===== src/logic/mips_consts.svh =====
`ifndef MIPS_CONSTS_SVH
`define MIPS_CONSTS_SVH

// datapath widths
`define MIPS_WORD_W      32
`define MIPS_REG_ADDR_W  5
`define MIPS_REG_COUNT   32   // r0..r31, r0 reads as zero

// harvard memories, word addressed
`define MIPS_IMEM_DEPTH  256
`define MIPS_IMEM_ADDR_W 8
`define MIPS_DMEM_DEPTH  256
`define MIPS_DMEM_ADDR_W 8

// first fetch after reset
`define MIPS_RESET_PC    32'h0000_0000

`endif


===== src/logic/mips_isa_pkg.sv =====
package mips_isa_pkg;

	// primary opcode field, instr[31:26]
	typedef enum logic [5:0] {
		op_rtype = 6'h00,   // alu op picked by funct
		op_beq   = 6'h04,
		op_bne   = 6'h05,
		op_addi  = 6'h08,   // sign extended imm
		op_ori   = 6'h0d,   // zero extended imm
		op_lw    = 6'h23,
		op_sw    = 6'h2b
	} opcode_e;

	// funct field of r-type, instr[5:0]
	// shifts and jr are not decoded, they end up as bubbles
	typedef enum logic [5:0] {
		fn_add = 6'h20,
		fn_sub = 6'h22,
		fn_and = 6'h24,
		fn_or  = 6'h25,
		fn_nor = 6'h27
	} funct_e;

endpackage


===== src/logic/mips_pipe_pkg.sv =====
`include "mips_consts.svh"

package mips_pipe_pkg;

	typedef logic [`MIPS_WORD_W-1:0]     word_t;
	typedef logic [`MIPS_REG_ADDR_W-1:0] reg_idx_t;

	// class handed from main decode to alu control
	typedef enum logic [1:0] {
		aop_add   = 2'b00,   // lw, sw, addi
		aop_sub   = 2'b01,   // beq, bne compare
		aop_or    = 2'b10,   // ori
		aop_funct = 2'b11    // r-type, look at funct
	} alu_op_e;

	typedef enum logic [2:0] {
		alu_and = 3'b000,
		alu_or  = 3'b001,
		alu_add = 3'b010,
		alu_nor = 3'b100,
		alu_sub = 3'b110
	} alu_ctl_e;

	// operand source for the alu inputs
	typedef enum logic [1:0] {
		fwd_reg   = 2'b00,   // value read in decode
		fwd_wb    = 2'b01,   // mem/wb write-back data
		fwd_exmem = 2'b10    // ex/mem alu result
	} fwd_sel_e;

endpackage


===== src/logic/decode_stage.sv =====
`include "mips_consts.svh"

module decode_stage (
	input  logic                     clk,
	input  logic                     reset_i,
	input  mips_pipe_pkg::word_t     if_instr_i,
	input  mips_pipe_pkg::word_t     if_pc_plus4_i,
	input  logic                     wb_we_i,
	input  mips_pipe_pkg::reg_idx_t  wb_addr_i,
	input  mips_pipe_pkg::word_t     wb_data_i,
	output logic                     id_reg_write_o,
	output logic                     id_mem_read_o,
	output logic                     id_mem_write_o,
	output logic                     id_mem_to_reg_o,
	output logic                     id_alu_src_o,
	output logic                     id_branch_eq_o,
	output logic                     id_branch_ne_o,
	output mips_pipe_pkg::alu_op_e   id_alu_op_o,
	output mips_pipe_pkg::word_t     id_rs_data_o,
	output mips_pipe_pkg::word_t     id_rt_data_o,
	output mips_pipe_pkg::word_t     id_imm_o,
	output mips_pipe_pkg::word_t     id_pc_plus4_o,
	output mips_pipe_pkg::reg_idx_t  id_rs_o,
	output mips_pipe_pkg::reg_idx_t  id_rt_o,
	output mips_pipe_pkg::reg_idx_t  id_dest_o,
	output mips_isa_pkg::funct_e     id_funct_o
);
	import mips_isa_pkg::*;
	import mips_pipe_pkg::*;

	opcode_e  opcode;
	funct_e   funct;
	reg_idx_t rs;
	reg_idx_t rt;
	reg_idx_t rd;
	logic     reg_write, mem_read, mem_write, mem_to_reg;
	logic     alu_src, reg_dst, branch_eq, branch_ne, zero_ext;
	alu_op_e  alu_op;
	word_t    imm;
	word_t    rs_data;
	word_t    rt_data;
	word_t    regs [`MIPS_REG_COUNT];   // register file

	assign opcode = opcode_e'(if_instr_i[31:26]);
	assign rs     = if_instr_i[25:21];
	assign rt     = if_instr_i[20:16];
	assign rd     = if_instr_i[15:11];
	assign funct  = funct_e'(if_instr_i[5:0]);

	// main control
	always_comb begin
		{reg_write, mem_read, mem_write, mem_to_reg} = '0;
		{alu_src, reg_dst, branch_eq, branch_ne, zero_ext} = '0;
		alu_op = aop_add;
		case (opcode)
			op_rtype: begin
				// nop and unsupported functs write nothing
				if (funct inside {fn_add, fn_sub, fn_and, fn_or, fn_nor}) begin
					reg_write = 1'b1;
					reg_dst   = 1'b1;             // dest is rd
					alu_op    = aop_funct;
				end
			end
			op_addi: {reg_write, alu_src} = 2'b11;
			op_ori: begin
				{reg_write, alu_src, zero_ext} = 3'b111;
				alu_op = aop_or;
			end
			op_lw:  {reg_write, mem_read, mem_to_reg, alu_src} = 4'b1111;
			op_sw:  {mem_write, alu_src} = 2'b11;   // address = rs + imm
			op_beq: begin
				branch_eq = 1'b1;
				alu_op    = aop_sub;          // zero flag tells equal
			end
			op_bne: begin
				branch_ne = 1'b1;
				alu_op    = aop_sub;
			end
			default: ;                       // unknown opcode, bubble
		endcase
	end

	assign imm = zero_ext ? {16'b0, if_instr_i[15:0]} : {{16{if_instr_i[15]}}, if_instr_i[15:0]};

	// r0 never written
	always_ff @(posedge clk) begin
		if (wb_we_i && wb_addr_i != '0) begin
			regs[wb_addr_i] <= wb_data_i;
		end
	end

	// reads see a same cycle write, r0 pinned to zero
	assign rs_data = (rs == '0) ? '0 : (wb_we_i && wb_addr_i == rs) ? wb_data_i : regs[rs];
	assign rt_data = (rt == '0) ? '0 : (wb_we_i && wb_addr_i == rt) ? wb_data_i : regs[rt];

	// id/ex
	always_ff @(posedge clk) begin
		if (reset_i) begin
			{id_reg_write_o, id_mem_read_o, id_mem_write_o, id_mem_to_reg_o} <= '0;
			{id_alu_src_o, id_branch_eq_o, id_branch_ne_o} <= '0;
			id_alu_op_o   <= aop_add;
			id_rs_data_o  <= '0;
			id_rt_data_o  <= '0;
			id_imm_o      <= '0;
			id_pc_plus4_o <= '0;
			id_rs_o       <= '0;
			id_rt_o       <= '0;
			id_dest_o     <= '0;
			id_funct_o    <= funct_e'(6'd0);
		end else begin
			{id_reg_write_o, id_mem_read_o, id_mem_write_o, id_mem_to_reg_o} <=
				{reg_write, mem_read, mem_write, mem_to_reg};
			{id_alu_src_o, id_branch_eq_o, id_branch_ne_o} <= {alu_src, branch_eq, branch_ne};
			id_alu_op_o   <= alu_op;
			id_rs_data_o  <= rs_data;
			id_rt_data_o  <= rt_data;
			id_imm_o      <= imm;
			id_pc_plus4_o <= if_pc_plus4_i;
			id_rs_o       <= rs;
			id_rt_o       <= rt;
			id_dest_o     <= reg_dst ? rd : rt;   // rd for r-type, rt for i-type
			id_funct_o    <= funct;
		end
	end

endmodule


===== config.mk =====
export PLATFORM = sky130hd
export DESIGN_NAME = decode_stage
export DESIGN_NICKNAME = d
export VERILOG_FILES = /design/src/logic/mips_isa_pkg.sv /design/src/logic/mips_pipe_pkg.sv /design/src/logic/decode_stage.sv
export VERILOG_INCLUDE_DIRS = /design/src /design/src/logic
export SDC_FILE = /design/constraint.sdc
export NUM_CORES = 1
export LEC_CHECK = 0
export BUFFER_PORTS_ARGS = -buffer_cell sky130_fd_sc_hd__buf_4
export CAP_MARGIN = 20
export CORE_UTILIZATION = 54
export DETAILED_ROUTE_END_ITERATION = 16
export PLACE_DENSITY = 0.71
export SYNTH_ARGS = -nofsm -noshare
export SYNTH_HDL_FRONTEND = slang
export SYNTH_SLANG_ARGS = --single-unit

===== constraint.sdc =====
create_clock -name clk -period 2.7 [get_ports clk]
set_input_delay 0.135 -clock clk [delete_from_list [all_inputs] [get_ports clk]]
set_output_delay 0.135 -clock clk [all_outputs]
set_load 0.02 [all_outputs]

* After elaboration in Yosys (flattened, before gate mapping)
Memories as Yosys holds them, arrays and structs flattened. A register that Yosys moved wholly into a read port is not among the register bits. Index checks and enable logic that the tools add are counted.
Storage, ports and cells: word-level logic and storage cells 52, bits of input ports 104, register bits 78, output and inout port bits 158, memory bits (writable) 1024, memories kept 1
Memory list:
- regs | words 32, width 32, read ports 2, clocked after memory_dff 2, wr ports 1, line decode_stage.sv:42 | word_t regs [`MIPS_REG_COUNT];
Cells by class: mux-type cells 14, equality and inequality tests 11, reduce and logical (&&, ||, !) cells 12
Operator list (count):
- $eq 6x6->1 const B | 7
- $eq 6x3->1 const B | 2
- $eq 6x4->1 const B | 2
- $logic_not 5->1 | 2
- $mux 1 | 10
- $reduce_bool 5->1 | 2
- $reduce_or 2->1 | 4
- $logic_not 6->1 | 1
- $pmux 2 s3 | 1
- $mux 5 | 1
- $reduce_or 4->1 | 1
- $reduce_or 3->1 | 1
- $mux 2 | 1
- $pmux 1 s2 | 1
- $logic_and 1x1->1 | 1

* Logic depth before layout (Yosys ltp)
depth in word-level cells 5, gate-level depth with buffers 9, gate-level depth less buffers 5

* Least setup slack after synthesis
OpenSTA, ideal clock, no wires.
kind input to register, start input port wb_addr_i[3], end memory regs[28][0] in the netlist's numbering, enable pin, arrival 2.388 ns, path slack -0.109 ns, stages on the path 6, buffers on the path 2, library setup time 0.421 ns, cells stage by stage buf_2 -> or3_4 -> o31ai_4 -> or3_1 -> clkbuf_1 -> nor2_1
On the way: cells in the longest elaborated chain, start to end 4
Ends and longest elaborated chain:
- from (decl) | line decode_stage.sv:9 | input mips_pipe_pkg::reg_idx_t wb_addr_i,
- $reduce_bool 5->1 | line decode_stage.sv:87 | if (wb_we_i && wb_addr_i != '0) begin
- $logic_and 1x1->1 | line decode_stage.sv:87
- $mux 1 | line decode_stage.sv:87
- $mux 1 (not written as such) | line decode_stage.sv:88 | regs[wb_addr_i] <= wb_data_i;
- to (decl) | line decode_stage.sv:42
Parallel ways exist; a longest one is shown, timed or not.

* Worst setup path after layout
start input port if_instr_i[22], end register id_rs_data_o[1], read port of regs
On the way: cells in the longest elaborated chain, start to end 2
Ends and longest elaborated chain:
- from (decl) | line decode_stage.sv:6 | input mips_pipe_pkg::word_t if_instr_i,
- $logic_not 5->1 | line decode_stage.sv:93 | assign rs_data = (rs == '0) ? '0 : (wb_we_i && wb_addr_i == rs) ? wb_data_i : regs[rs];
- $reduce_or 2->1 (no line)
- to (decl) | line decode_stage.sv:19 | output mips_pipe_pkg::word_t id_rs_data_o,
Parallel ways exist; a longest one is shown, timed or not. A chain may end at the register's enable or synchronous reset.

==> results.yml <==
route:
  post-route-drc-count: 0
  highest_layer: "met5"
  vias: 33100
  ant_nets: 0
  vias_per_cell: 7.16
  first_pass_iters: 6
  drt-total-wl_um: 164000
  wl_met3_um: 22100
  drt-initial-drc-count: 4568
  wire_per_inst_um: 35.5
  wl_met1_um: 59900
  wl_met2_um: 74000
critical_path:
  start_kind: "input pin"
  cpPeakStageDelay_ns: 0.57
  arrival_ns: 2.89
  crit_slowest_cell: "dlygate4sd3_1"
  crit_type: "in2reg"
  cp-end-kind: "flip-flop"
  worst-path-buf-inv: 4
  crit_fanout: 32
  cp_cell_sequence: "dlygate4sd3_1 -> buf_8 -> buf_4 -> nor2_4 -> buf_12 -> a221oi_1 -> a22oi_1 -> a21oi_1 -> a211o_1"
  crit_family: "buffers and inverters"
  cp.required_ns: 3.32
global_routing:
  grt_pass1_wl_um: 234000
  grt_pass1_vias: 33100
  overflow: 0
  grtUsageTotal: 0.338
  antenna_found_initial: 5
  grt_max_degree: 56
clock_tree:
  clock-root-buffer: "clkbuf_16"
  htree_levels: 3
  numClockSinks: 1160
  postCtsResizedCells: 0
  clk_pin_slew_ns: 0.06
  cts_buffers: 117
  cts_setup_buffers: 0
  cts_tree: "yes"
  clockBufferDepth: 3
  clock_latency_ns: 0.71
synthesis:
  synth_commonest_cells: "1,024 x edfxtp_1, 385 x mux4_2, 287 x mux2i_1"
  yosysWarnings: 0
  ys_seq_elements: 1160
  ys_async_sr_fraction: 0
  syn_area_per_cell_um2: 18.3
  syn_inst: 2815
  synth-edff-count: 1024
  ys_types: 51
  yosysMostFrequentCell: "edfxtp_1"
  synth_flop_cell: "edfxtp_1"
  yosysSeqAreaShare: 0.649
  synth_top_area_cell: "edfxtp_1"
  synthTopCellsByArea: "edfxtp_1 60%, mux4_2 17%, mux2i_1 5.6%, dfxtp_1 5.3%, nor2b_1 1.1%"
  syn-cell-area_um2: 51600
  synth_top_area_frac: 0.596
power_and_ir_drop:
  ir_drop_mv: 0.611
  leakagePower_nw: 21.3
  powerDensity_nw_per_um2: 672
placed_design:
  dp_hpwl_um: 93300
  placed_area_um2: 56300
  port_buffers: 261
  gp_congestion: 0.958
floorplanning:
  die_h_um: 311
  die-area_um2: 96800
  rows: 113
  start_util: 0.544
  coreArea_um2: 94900
  die_x_um: 311
  num_io_pins: 262
layout:
  drive_above_1_share: 0.324
  finalCoreUtilization: 0.650
  post-route-cell-area_um2: 61700
  nets: 3355
  synthToLayoutAreaGrowth_pct: 19.5
timing:
  maxSlewViolCount: 0
  rsz0062_at_grt: "false"
  min_period_over_period: 0.843
  setup_violations: 0
  slew_headroom: 0.280
  worst_pin_slew_ns: 1.08
  fin_crit_ns: 2.28
  hold_viol: 0
  fmaxAchievable_ghz: 0.439
  finClkSkew_ns: 0.0237
outcome:
  status: "completed"
worst_hold_path:
  hp-class: "in2reg"
job:
  drv_cap: 0
## placed cells by master (no fill, tap or decap), types with 32 or more instances in the layout
cell type	Yosys	layout
edfxtp_1	1024	1024
mux4_2	385	385
buf_4	38	355
mux2i_1	287	287
dfxtp_1	136	136
dlygate4sd3_1	0	124
clkbuf_16	0	121
nor2b_1	91	88
a21oi_1	68	68
a211oi_1	65	65
a221oi_1	64	64
a22oi_1	60	60
o221ai_1	60	60
buf_12	0	56
nand2_1	36	36
a211o_1	35	35
o21bai_1	34	34
a221o_1	34	34
nor2_4	0	33
a32o_1	32	32
conb_1	1	32
## layout make-up
type | count | area, µm²
repair buffers | 543 | 5160
flip-flops and latches | 1160 | 33500
inverters | 5 | 18.8
clock buffers | 155 | 3290
clock inverters | 68 | 872
multi-input cells | 1424 | 17300
fillers | 6258 | 33200
diodes | 2 | 5.00
well taps | 1265 | 1580
## cell families after synthesis
group           Yosys count  synth area share
compound gates          469            0.0719
mux                     703             0.230
other cells               1         0.0000727
flops                  1160             0.649
simple gates            210            0.0223
xor+xnor                 10           0.00170
buf+inv                 262            0.0250
## timing repair
action,in CTS,in global routing
setup endpoints to repair,0,0
hold buffers,124,0
endpoints found under the hold margin,1153,0
## worst min-delay path, cell delays in order
cell and delay, ns:
buf_4 0.21, o221ai_1 0.10, a21oi_1 0.06, nand2_1 0.05, a32o_1 0.15
## power by group
| group | leakage (nW) | internal, W | switching (W) |
|---|---|---|---|
| Clock | 2.05 | 0.0104 | 0.00704 |
| Sequential | 10.4 | 0.0199 | 0.000231 |
| Combinational | 8.84 | 0.00171 | 0.00220 |
| Total | 21.3 | 0.0320 | 0.00947 |
## state kept, by name, summed over array words and instances, names as in the netlist, 2 cells and up
signal	cells
id_alu_op_o	2
id_dest_o	5
id_imm_o	17
id_pc_plus4_o	32
id_rs_data_o	32
id_rs_o	5
id_rt_data_o	32
id_rt_o	5
regs	1024
## per-layer routing
metal,vias to the layer above,GRT usage
met5,-,0
met4,6,0.149
met3,489,0.0888
met2,2796,0.507
met1,17000,0.470
li1,12800,-
## path summary, 6_finish.rpt
kind | startpoint | to | slack [ns] | cells after the start
worst min-delay path | if_instr_i[20] | id_rt_data_o[29] | 0.05 | 5
worst max-delay path | if_instr_i[22] | id_rs_data_o[1] | 0.42 | 9
worst max register to register | regs[0][2] | id_rt_data_o[2] | 0.58 | 5
worst min register to register | regs[29][29] | id_rt_data_o[29] | 0.86 | 4
## per-stage QoR
stage	TNS [ns]	std cells	worst slack [ns]	hold slack (ns)	total power (W)
2_1_floorplan	-23.56	2846	-0.109	0.211	0.0226
3_3_place_gp	0	4271	0.131	0.348	0.0241
3_5_place_dp	0	4273	0.122	0.350	0.0242
4_1_cts	0	4620	0.553	0.0179	0.0415
5_1_grt	0	4620	0.324	0.0750	0.0424
6_report	0	4622	0.424	0.0494	0.0415
No activity file was read; power rests on OpenSTA's default activity.
