[src/logic/mips_consts.svh]
`ifndef MIPS_CONSTS_SVH
`define MIPS_CONSTS_SVH

// datapath widths
`define MIPS_WORD_W      32
`define MIPS_REG_ADDR_W  5
`define MIPS_REG_COUNT   32   // r0..r31, r0 reads as zero

// harvard memories, word addressed
`define MIPS_IMEM_DEPTH  256
`define MIPS_IMEM_ADDR_W 8
`define MIPS_DMEM_DEPTH  256
`define MIPS_DMEM_ADDR_W 8

// first fetch after reset
`define MIPS_RESET_PC    32'h0000_0000

`endif

[src/logic/mips_isa_pkg.sv]
package mips_isa_pkg;

	// primary opcode field, instr[31:26]
	typedef enum logic [5:0] {
		op_rtype = 6'h00,   // alu op picked by funct
		op_beq   = 6'h04,
		op_bne   = 6'h05,
		op_addi  = 6'h08,   // sign extended imm
		op_ori   = 6'h0d,   // zero extended imm
		op_lw    = 6'h23,
		op_sw    = 6'h2b
	} opcode_e;

	// funct field of r-type, instr[5:0]
	// shifts and jr are not decoded, they end up as bubbles
	typedef enum logic [5:0] {
		fn_add = 6'h20,
		fn_sub = 6'h22,
		fn_and = 6'h24,
		fn_or  = 6'h25,
		fn_nor = 6'h27
	} funct_e;

endpackage

[src/logic/mips_pipe_pkg.sv]
`include "mips_consts.svh"

package mips_pipe_pkg;

	typedef logic [`MIPS_WORD_W-1:0]     word_t;
	typedef logic [`MIPS_REG_ADDR_W-1:0] reg_idx_t;

	// class handed from main decode to alu control
	typedef enum logic [1:0] {
		aop_add   = 2'b00,   // lw, sw, addi
		aop_sub   = 2'b01,   // beq, bne compare
		aop_or    = 2'b10,   // ori
		aop_funct = 2'b11    // r-type, look at funct
	} alu_op_e;

	typedef enum logic [2:0] {
		alu_and = 3'b000,
		alu_or  = 3'b001,
		alu_add = 3'b010,
		alu_nor = 3'b100,
		alu_sub = 3'b110
	} alu_ctl_e;

	// operand source for the alu inputs
	typedef enum logic [1:0] {
		fwd_reg   = 2'b00,   // value read in decode
		fwd_wb    = 2'b01,   // mem/wb write-back data
		fwd_exmem = 2'b10    // ex/mem alu result
	} fwd_sel_e;

endpackage

[src/logic/execute_stage.sv]
`include "mips_consts.svh"

module execute_stage (
	input  logic                     clk,
	input  logic                     reset_i,
	input  logic                     id_reg_write_i,
	input  logic                     id_mem_read_i,
	input  logic                     id_mem_write_i,
	input  logic                     id_mem_to_reg_i,
	input  logic                     id_alu_src_i,
	input  logic                     id_branch_eq_i,
	input  logic                     id_branch_ne_i,
	input  mips_pipe_pkg::alu_op_e   id_alu_op_i,
	input  mips_pipe_pkg::word_t     id_rs_data_i,
	input  mips_pipe_pkg::word_t     id_rt_data_i,
	input  mips_pipe_pkg::word_t     id_imm_i,
	input  mips_pipe_pkg::word_t     id_pc_plus4_i,
	input  mips_pipe_pkg::reg_idx_t  id_rs_i,
	input  mips_pipe_pkg::reg_idx_t  id_rt_i,
	input  mips_pipe_pkg::reg_idx_t  id_dest_i,
	input  mips_isa_pkg::funct_e     id_funct_i,
	input  logic                     mem_reg_write_i,
	input  mips_pipe_pkg::reg_idx_t  mem_dest_i,
	input  logic                     wb_we_i,
	input  mips_pipe_pkg::reg_idx_t  wb_addr_i,
	input  mips_pipe_pkg::word_t     wb_data_i,
	output mips_pipe_pkg::word_t     ex_result_o,
	output logic                     ex_zero_o,
	output mips_pipe_pkg::word_t     ex_store_data_o,
	output mips_pipe_pkg::word_t     ex_branch_target_o,
	output mips_pipe_pkg::reg_idx_t  ex_dest_o,
	output logic                     ex_reg_write_o,
	output logic                     ex_mem_read_o,
	output logic                     ex_mem_write_o,
	output logic                     ex_mem_to_reg_o,
	output logic                     ex_branch_eq_o,
	output logic                     ex_branch_ne_o
);
	import mips_isa_pkg::*;
	import mips_pipe_pkg::*;

	fwd_sel_e fwd_a;
	fwd_sel_e fwd_b;
	alu_ctl_e alu_ctl;
	word_t    op_a;
	word_t    rt_fwd;       // forwarded rt doubles as store data
	word_t    op_b;
	word_t    alu_res;

	// ex/mem is the younger producer so it wins over mem/wb
	function automatic fwd_sel_e pick_src(reg_idx_t src, logic mem_we, reg_idx_t mem_dst,
			logic wb_we, reg_idx_t wb_dst);
		if (mem_we && mem_dst != '0 && mem_dst == src)
			return fwd_exmem;
		if (wb_we && wb_dst != '0 && wb_dst == src)
			return fwd_wb;
		return fwd_reg;
	endfunction

	function automatic word_t fwd_mux(fwd_sel_e sel, word_t reg_val, word_t wb_val,
			word_t mem_val);
		case (sel)
			fwd_exmem: return mem_val;
			fwd_wb:    return wb_val;
			default:   return reg_val;
		endcase
	endfunction

	assign fwd_a  = pick_src(id_rs_i, mem_reg_write_i, mem_dest_i, wb_we_i, wb_addr_i);
	assign fwd_b  = pick_src(id_rt_i, mem_reg_write_i, mem_dest_i, wb_we_i, wb_addr_i);
	assign op_a   = fwd_mux(fwd_a, id_rs_data_i, wb_data_i, ex_result_o);
	assign rt_fwd = fwd_mux(fwd_b, id_rt_data_i, wb_data_i, ex_result_o);
	assign op_b   = id_alu_src_i ? id_imm_i : rt_fwd;

	// alu control
	always_comb begin
		case (id_alu_op_i)
			aop_sub: alu_ctl = alu_sub;
			aop_or:  alu_ctl = alu_or;
			aop_funct: begin
				case (id_funct_i)
					fn_sub:  alu_ctl = alu_sub;
					fn_and:  alu_ctl = alu_and;
					fn_or:   alu_ctl = alu_or;
					fn_nor:  alu_ctl = alu_nor;
					default: alu_ctl = alu_add;
				endcase
			end
			default: alu_ctl = alu_add;
		endcase
	end

	always_comb begin
		case (alu_ctl)
			alu_and: alu_res = op_a & op_b;
			alu_or:  alu_res = op_a | op_b;
			alu_sub: alu_res = op_a - op_b;
			alu_nor: alu_res = ~(op_a | op_b);
			default: alu_res = op_a + op_b;
		endcase
	end

	// ex/mem
	always_ff @(posedge clk) begin
		if (reset_i) begin
			ex_result_o        <= '0;
			ex_zero_o          <= 1'b0;
			ex_store_data_o    <= '0;
			ex_branch_target_o <= '0;
			ex_dest_o          <= '0;
			{ex_reg_write_o, ex_mem_read_o, ex_mem_write_o} <= '0;
			{ex_mem_to_reg_o, ex_branch_eq_o, ex_branch_ne_o} <= '0;
		end else begin
			ex_result_o        <= alu_res;
			ex_zero_o          <= (alu_res == '0);
			ex_store_data_o    <= rt_fwd;
			ex_branch_target_o <= id_pc_plus4_i + {id_imm_i[`MIPS_WORD_W-3:0], 2'b00};
			ex_dest_o          <= id_dest_i;
			{ex_reg_write_o, ex_mem_read_o, ex_mem_write_o} <=
				{id_reg_write_i, id_mem_read_i, id_mem_write_i};
			{ex_mem_to_reg_o, ex_branch_eq_o, ex_branch_ne_o} <=
				{id_mem_to_reg_i, id_branch_eq_i, id_branch_ne_i};
		end
	end

endmodule

[config.mk]
export PLATFORM = sky130hd
export DESIGN_NAME = execute_stage
export DESIGN_NICKNAME = d
export VERILOG_FILES = /design/src/logic/mips_isa_pkg.sv /design/src/logic/mips_pipe_pkg.sv /design/src/logic/execute_stage.sv
export VERILOG_INCLUDE_DIRS = /design/src /design/src/logic
export SDC_FILE = /design/constraint.sdc
export NUM_CORES = 1
export LEC_CHECK = 0
export CORE_MARGIN = 5
export CORE_UTILIZATION = 42
export DETAILED_ROUTE_END_ITERATION = 16
export DONT_BUFFER_PORTS = 1
export GPL_ROUTABILITY_DRIVEN = 0
export GPL_TIMING_DRIVEN = 0
export PLACE_DENSITY = 0.58
export SYNTH_ARGS = -nofsm -noshare
export SYNTH_HDL_FRONTEND = slang
export SYNTH_SLANG_ARGS = --single-unit
[constraint.sdc]
create_clock -name clk -period 9.7 [get_ports clk]
set_clock_uncertainty 0.05 [all_clocks]
set_input_delay 2.91 -clock clk [delete_from_list [all_inputs] [get_ports clk]]
set_output_delay 2.91 -clock clk [all_outputs]
set_load 0.05 [all_outputs]
# ---- Yosys cells after proc, flatten, opt, wreduce, memory -nomap -nowiden
# Cells that the tools add are included.
dict set report op_classes {
  n_addsub 3
  eq_ne 18
  n_mux 20
  bitwise 3
  n_reduce_logical 10
}
# cell count
set ops {}
lappend ops {{32-bit case mux with 2 select lines} 2}
lappend ops {{32-bit case mux with 4 select lines} 1}
lappend ops {{32-bit adder} 2}
lappend ops {{32-bit AND} 1}
lappend ops {{32-bit logical NOT} 1}
lappend ops {{32-bit 2-to-1 mux} 1}
lappend ops {{32-bit NOT} 1}
lappend ops {{32-bit bitwise OR} 1}
lappend ops {{32-bit subtractor} 1}
lappend ops {{6-bit == test (second input constant)} 4}
lappend ops {{5-bit == test} 4}
lappend ops {{2-bit 2-to-1 mux} 8}
lappend ops {{3-bit case mux with 4 select lines} 1}
lappend ops {{5-bit nonzero test} 2}
lappend ops {{3-bit case mux with 3 select lines} 1}
lappend ops {{2-bit == test (second input constant)} 4}
lappend ops {{2-bit by 1-bit == test with 1-bit output (second input constant)} 3}
lappend ops {{3-bit == test (second input constant)} 2}
lappend ops {{1-bit logical AND} 6}
lappend ops {{1-bit 2-to-1 mux} 6}
lappend ops {{3-bit by 1-bit == test with 1-bit output (second input constant)} 1}
lappend ops {{3-bit logical NOT} 1}
dict set report totals {
  register_bits 108
  wordCells 65
}

# ---- Logic depth before layout (Yosys ltp)
# Gate-level depths: netlist of run 1.
dict set report depth {
  depth_word 14
  mapped_depth 28
  depth_no_buf 25
}

# ---- Worst setup path after synthesis of run 1
# OpenSTA, ideal clock, no wires.
dict set report synth_path {
  kind {input port to flip-flop}
  start {in wb_addr_i[0]}
  end {reg ex_zero_o}
  setup_ns 0.060
  arrival_ns 8.110
  required_time_ns 9.590
  path_slack_ns 1.480
  path_stages 26
  cell_sequence {buf_2 xor2_1 or4b_4 o21ai_0 a311oi_1 nor2_1 ha_1 o2111a_1 o211ai_1 or2_4 nor3_4 a31oi_1 xor2_1 ha_1 and2_1 nand4_1 nor3_1 o2111a_1 o211ai_1 a211oi_1 mux2i_1 o311ai_0 nor4_1 nand4_1 nor4_1 and3_1}
}
dict set report synth_between {
  elab_chain_len 14
}
# item line
set synth_rtl {}
lappend synth_rtl {{from (decl)} execute_stage.sv:25} ;# input mips_pipe_pkg::reg_idx_t wb_addr_i,
lappend synth_rtl {{branches (longest 12 deep; another with 32-bit adder)} -}
lappend synth_rtl {{32-bit case mux with 4 select lines (*)} execute_stage.sv:94} ;# case (alu_ctl)
lappend synth_rtl {{32-bit logical NOT (*)} execute_stage.sv:115} ;# ex_zero_o <= (alu_res == '0);
lappend synth_rtl {{to (signal assigned)} execute_stage.sv:115}
lappend synth_rtl {{to (decl)} execute_stage.sv:28} ;# output logic ex_zero_o,
# Every way passes the cells marked *. The select of a mux whose other input is x is not followed.
# A chain may end at the register's enable or synchronous reset.

# ---- Final worst setup path of run 1
dict set report layout_path {
  start {in id_alu_src_i}
  end {reg ex_zero_o}
}
dict set report layout_between {
  elab_chain_len 5
}
# item line
set layout_rtl {}
lappend layout_rtl {{from (decl)} execute_stage.sv:10} ;# input logic id_alu_src_i,
lappend layout_rtl {{32-bit 2-to-1 mux (*)} execute_stage.sv:73} ;# assign op_b = id_alu_src_i ? id_imm_i : rt_fwd;
lappend layout_rtl {{branches (longest 2 deep; another with 32-bit adder)} -}
lappend layout_rtl {{32-bit case mux with 4 select lines (*)} execute_stage.sv:94}
lappend layout_rtl {{32-bit logical NOT (*)} execute_stage.sv:115}
# Every way passes the cells marked *.

==> results of run 1 <==
cells in the mapped netlist (all sizes together), types with 10 or more instances:
cell    count
a21o       24
o31ai      14
nand2     107
ha         63
inv        27
nor3       68
and3       10
dfxtp     108
nor2b      49
clkbuf     52
o21a       13
nand4      14
xnor2      54
nand3      48
o211ai     19
o21ai      93
nand2b     11
a21oi      98
buf        27
nor2      173
a311oi     26
a211oi     17
mux2i      21
and2       19
xor2       38
a31oi      45
or2        10
path summary, 6_finish.rpt:
path / cells after the start / end / startpoint
worst max-delay path: 25 / ex_zero_o / id_alu_src_i
worst min register to register: 2 / ex_store_data_o[22] / ex_result_o[22]
worst min-delay path: 2 / ex_store_data_o[22] / ex_result_o[22]
worst max register to register: 23 / ex_zero_o / ex_result_o[0]
area by class of cell:
class / count / area (µm²) / share of cell area
diodes: 1 / 2.50 / 0.000230
plain buffers: 79 / 367 / 0.0336
clock buffers: 9 / 225 / 0.0207
clock inverters: 7 / 77.6 / 0.00712
inverters: 27 / 101 / 0.00930
multi-input cells: 1170 / 7560 / 0.694
flip-flops and latches: 108 / 2160 / 0.198
well taps: 324 / 405 / 0.0372
layer usage:
layer | part of all wire | up-vias | GRT usage
li1 | - | 5120 | -
met1 | 0.38 | 5206 | 0.407
met3 | 0.12 | 179 | 0.0843
met4 | 0.066 | 2 | 0.170
met5 | 0.00028 | - | 0
met2 | 0.43 | 868 | 0.489
registers in the layout, summed over array words and instances (netlist names):
| name | flops |
|---|---|
| ex_mem_to_reg_o | 1 |
| ex_branch_target_o | 32 |
| ex_zero_o | 1 |
| ex_store_data_o | 32 |
| ex_branch_eq_o | 1 |
| ex_reg_write_o | 1 |
| ex_dest_o | 5 |
| ex_mem_read_o | 1 |
| ex_result_o | 32 |
| ex_mem_write_o | 1 |
| ex_branch_ne_o | 1 |
per-stage QoR:
step / hold WS (ns) / setup slack [ns] / power [µW] / utilization / instances
detailed placement: 0.833 / 0.0867 / 1430 / 0.439 / 1708
finish: 0.863 / 0.269 / 1840 / 0.452 / 1725
global route: 0.869 / 0.0184 / 1920 / 0.452 / 1725
CTS: 0.842 / 0.433 / 1810 / 0.452 / 1724
floorplan: 0.711 / 1.48 / 1230 / - / 1384
global placement: 0.822 / 0.0283 / 1430 / 0.439 / 1708
critical path, stage by stage:
cell	delay, ns
clkbuf_1	0.26
clkbuf_2	0.33
clkbuf_1	0.30
clkbuf_1	0.34
a21oi_1	0.52
ha_1	0.33
o2111a_1	0.29
o211ai_1	0.18
or2_4	0.34
nor3_4	0.25
a31oi_1	0.14
xor2_1	0.21
ha_1	0.39
and2_1	0.18
nand4_1	0.18
nor3_1	0.23
o2111a_1	0.29
o211ai_1	0.18
a211oi_1	0.34
mux2i_1	0.23
o311ai_0	0.28
nor4_1	0.34
nand4_1	0.20
nor4_1	0.26
and3_1	0.20
timing repair:
action | in CTS | in global routing
gates resized for setup | 0 | 2
endpoints found under the hold margin | 0 | 0
setup endpoints to repair | 0 | 1
power by group:
part	internal [µW]	switching, µW	total (µW)
sequential	499	264	763
clock	185	209	393
combinational	261	422	683
total	944	895	1840
cell families (layout without fill, tap and decap cells):
kind of cell               Yosys count  in the layout  share of synthesized area
buffers and inverters              106            122                     0.0458
xor gates and xnor gates            92             92                     0.0791
DFF                                108            108                      0.212
muxes                               26             26                     0.0265
adders and majority gates           65             65                     0.0813
AOI/OAI and AO/OA                  430            430                      0.284
and+or+nand+nor                    557            557                      0.271
other                                0              1                          0
==> results.tsv, run 1 <==
stage	metric	value	unit
run_status	status	completed	
timing	RSZ-0062 raised after global routing	false	
critical_path	WP data required	9.97	ns
floorplan	core area	24100	µm²
placed_design	hpwl dp	38.6	mm
clock_network	setup bufs post-CTS	0	
finish	most common cell after layout, fill and taps aside	nor2_1	
grt	total grt overflow	0	
grt	first-pass GRT wire length	67.5	mm
critical_path	WS Path Type	in -> reg	
finish	fillers	2565	
timing	Max Clock Freq	106	MHz
yosys	share of synthesized registers carrying an async set or reset	0	
grt	largest net degree at the start of global routing	22	
yosys	syn nets	1653	
drt	DR vias	11375	
timing	post-layout min period	9.43	ns
placed_design	I/O Buffers	0	
timing	worst slew pin tran	1.05	ns
drt	vias per cell	6.59	
yosys	Syn Std Cell Area	10200	µm²
finish	most frequent cells in the layout	nor2_1, dfxtp_1, nand2_1	
timing	Slew HR	0.291	
yosys	sequential fraction of the synthesis area	0.212	
finish	share of cells above drive strength 1	0.0629	
floorplan	full die area	27500	µm²
clock_network	CTS tree	built	
grt	GRT Total Usage	0.318	
yosys	Synth area leader	dfxtp_1	
finish	Nets	1664	
critical_path	Worst R2R Setup Slack	3.03	ns
grt	antenna violations before repair	2	
clock_network	cts bufs inserted	9	
power_and_ir_drop	worst-case vdd ir drop	0.0000849	V
drt	DRC viols	0	
clock_network	clock latency at the later pin of the worst-skew pair	0.37	ns
critical_path	crit start category	input port	
floorplan	Die H	166	µm
floorplan	Initial Utilization	0.423	
drt	DRT antenna net count	0	
yosys	Synth Instances	1384	
critical_path	CP Max Fanout	10	
drt	Iter 0 DRT Violations	1542	
yosys	Primary FF master, synth	dfxtp_1	
yosys	post-synthesis register bit count	108	
power_and_ir_drop	Power Dens Cells	169	nW/µm²
timing	part of the cycle the worst path needs	0.972	
timing	Max Slew Vio Count	0	
clock_network	hold buffer count at cts	0	
yosys	Yosys top cell area share	0.212	
finish	area grow syn2layout	6.99	%
run	MaxCap Viol Count	0	
hold_path	Hold Path Class	reg -> reg	
clock_network	clk buf depth	2	
clock_network	Root Buffer	clkbuf_16	
power_and_ir_drop	Lkg Pwr	0.00426	µW
drt	Pre-Repair DR Iteration Count	6	
yosys	syn_area_per_cell	7.36	µm²
clock_network	H-tree depth	3	
clock_network	clock-pin slew on the worst setup and hold paths	0.08	ns
clock_network	Clock Sinks	108	
critical_path	worst path arrival time	9.70	ns
yosys	Post-synth EDFFs	0	
yosys	Synth area leaders	dfxtp_1, ha_1, nor2_1	
floorplan	Die X	166	µm
grt	vias in the first global route	10418	
timing	Final setup viols	0	
timing	setup TNS	0	ns
drt	final wirelength	46.3	mm
yosys	Yosys cell types	90	
timing	final hold vios	0	
critical_path	Crit. End Element	flop	
floorplan	I/O pin cnt	312	
placed_design	DP Area	10600	µm²
drt	drt wl/cell	26.8	µm
finish	fin area	10900	µm²
yosys	Yosys warnings	0	
floorplan	FP Rows	57	
(Power assumes the default switching activity.)
==> run 2: changes to the inputs <==
--- a/config.mk
+++ b/config.mk
@@ -6,7 +6,6 @@
 export SDC_FILE = /design/constraint.sdc
 export NUM_CORES = 1
 export LEC_CHECK = 0
-export CORE_MARGIN = 5
 export CORE_UTILIZATION = 42
 export DETAILED_ROUTE_END_ITERATION = 16
 export DONT_BUFFER_PORTS = 1
==> run 2 against run 1 <==
  * Hold slack worse by 0.021 ns
  * Setup slack got worse by 0.032 ns
  * Sequential power shrank 0.5%
  * Final cell count fell by 0.23%
  * Via count shrank 0.15%
  * Clock power barely moved
  * First-iteration DRC count fell by 1.2%
  * Highest routed layer unchanged
==> results.tsv, run 2 (same netlist as run 1, synthesis figures left out) <==
stage	metric	value	unit
grt	GRT Total Usage	0.354	
finish	Nets	1664	
power_and_ir_drop	Power Total	1840	µW
finish	fillers	2456	
timing	Max Slew Vio Count	0	
placed_design	I/O Buffers	0	
power_and_ir_drop	Psw	894	µW
floorplan	core area	23600	µm²
grt	first-pass GRT wire length	65.0	mm
power_and_ir_drop	Sw Share	0.486	
power_and_ir_drop	worst-case vdd ir drop	0.0000847	V
grt	largest net degree at the start of global routing	22	
drt	final wirelength	45.6	mm
timing	Hold WS	0.843	ns
finish	area grow syn2layout	7.06	%
finish	top flop regs	ex_branch_target_o x32, ex_result_o x32, ex_store_data_o x32	
clock_network	Clock Sinks	108	
critical_path	WP data required	9.96	ns
drt	Pre-Repair DR Iteration Count	6	
drt	drt wl/cell	26.5	µm
finish	most common cell after layout, fill and taps aside	nor2_1	
critical_path	WS Path Type	in -> reg	
critical_path	Worst path max stage delay	0.39	ns
floorplan	Die X	158	µm
timing	RSZ-0062 raised after global routing	false	
hold_path	Hold Path Class	reg -> reg	
critical_path	worst path arrival time	9.72	ns
placed_design	hpwl dp	37.8	mm
finish	share of cells above drive strength 1	0.0643	
finish	most frequent cells in the layout	nor2_1, dfxtp_1, nand2_1	
floorplan	full die area	24900	µm²
clock_network	H-tree depth	3	
drt	DRT antenna net count	0	
power_and_ir_drop	clock network power share	0.212	
grt	antenna violations before repair	1	
floorplan	Die H	158	µm
timing	post-layout min period	9.46	ns
floorplan	Initial Utilization	0.431	
drt	vias per cell	6.60	
floorplan	I/O pin cnt	312	
timing	worst slew pin tran	1.13	ns
finish	Reg area	2160	µm²
run	MaxCap Viol Count	0	
timing	Slew HR	0.243	
timing	fin worst setup slack	0.237	ns
power_and_ir_drop	Combinational Power Share	0.375	
power_and_ir_drop	Lkg Pwr	0.00426	µW
floorplan	FP Rows	56	
timing	final hold vios	0	
placed_design	Place WS	-0.0379	ns
power_and_ir_drop	Flop pwr share	0.413	
critical_path	crit start category	input port	
finish	footprint of the multi-input gates	7570	µm²
timing	Max Clock Freq	106	MHz
clock_network	clock latency at the later pin of the worst-skew pair	0.36	ns
placed_design	dpl cells	1703	
power_and_ir_drop	Power Dens Cells	169	nW/µm²
critical_path	CP max stage cell	ha_1	
critical_path	worst path bufs/invs	4	
clock_network	hold buffer count at cts	0	
clock_network	Root Buffer	clkbuf_16	
clock_network	CTS tree	built	
grt	total grt overflow	0	
timing	Final setup viols	0	
finish	fin area	10900	µm²
clock_network	CTS-repair resized insts	0	
clock_network	setup bufs post-CTS	0	
placed_design	DP Area	10600	µm²
critical_path	most frequent CP cell	clkbuf_1	
clock_network	cts bufs inserted	9	
run_status	status	completed	
clock_network	clk buf depth	2	
finish	Finished Layout Cells	1721	
grt	vias in the first global route	10206	
critical_path	Crit. End Element	flop	
critical_path	CP Max Fanout	10	
clock_network	clock-pin slew on the worst setup and hold paths	0.09	ns
power_and_ir_drop	internal power	945	µW
drt	Iter 0 DRT Violations	1523	
drt	DR vias	11358	
critical_path	cell family with most CP delay	simple AND/OR/NAND/NOR gates	
drt	DRC viols	0	
timing	part of the cycle the worst path needs	0.976	
## run 2: changes by cell type in the layout (fill, tap and decap cells not counted)
| cell | before | now |
|---|---|---|
| nor2_1 | 173 | 172 |
| diode_2 | 1 | 2 |
| a21oi_2 | 2 | 3 |
| a21oi_1 | 96 | 95 |
| inv_8 | 2 | 1 |
| clkinv_8 | 2 | 3 |
| nor2_2 | 0 | 1 |
## run 2: final timing paths
path / start / to / slack (ns) / cells after the start
setup / recovery: id_alu_src_i / ex_zero_o / 0.24 / 25
hold / removal: ex_result_o[30] / ex_store_data_o[30] / 0.84 / 2
setup reg to reg: ex_result_o[0] / ex_zero_o / 3.10 / 23
hold reg to reg: ex_result_o[30] / ex_store_data_o[30] / 0.84 / 2
## run 2: cell type report
cell class	instances	share of cell area
multi-input cells	1170	0.694
flip-flops and latches	108	0.198
well taps	319	0.0366
plain buffers	79	0.0336
clock buffers	9	0.0206
inverters	27	0.00929
clock inverters	7	0.00757
diodes	2	0.000459
## run 2: metrics by stage
step / TNS [ns] / util
6_report: 0 / 0.462
5_1_grt: 0 / 0.462
4_1_cts: 0 / 0.461
3_5_place_dp: -0.0379 / 0.448
3_3_place_gp: -0.0781 / 0.448
2_1_floorplan: 0 / -
## run 2: power groups by stage
stage	clock (µW)	combinational, µW	sequential [µW]
finish	390	690	759
global route	406	747	761
CTS	393	666	755
detailed placement	0	663	766
global placement	0	658	766
floorplan	0	502	730
## run 2: layer usage
layer | global-route usage | up-vias | share of wire
met5 | 0 | - | 0.00037
met4 | 0.203 | 2 | 0.064
met3 | 0.0802 | 177 | 0.12
met2 | 0.549 | 854 | 0.43
met1 | 0.449 | 5203 | 0.39
li1 | - | 5122 | -
## run 2: worst register-to-register path: stages (launching register included)
cell and delay, ns:
dfxtp_1 0.53, nor3_1 0.38, a311oi_1 0.15, a21oi_2 0.30
ha_1 0.34, o2111a_1 0.32, o211ai_1 0.19, or2_4 0.34
nor3_4 0.25, a31oi_1 0.14, xor2_1 0.21, ha_1 0.39
and2_1 0.18, nand4_1 0.16, nor3_1 0.27, o2111a_1 0.29
o211ai_1 0.17, a211oi_1 0.36, mux2i_1 0.24, o311ai_0 0.28
nor4_1 0.37, nand4_1 0.17, nor4_1 0.26, and3_1 0.20
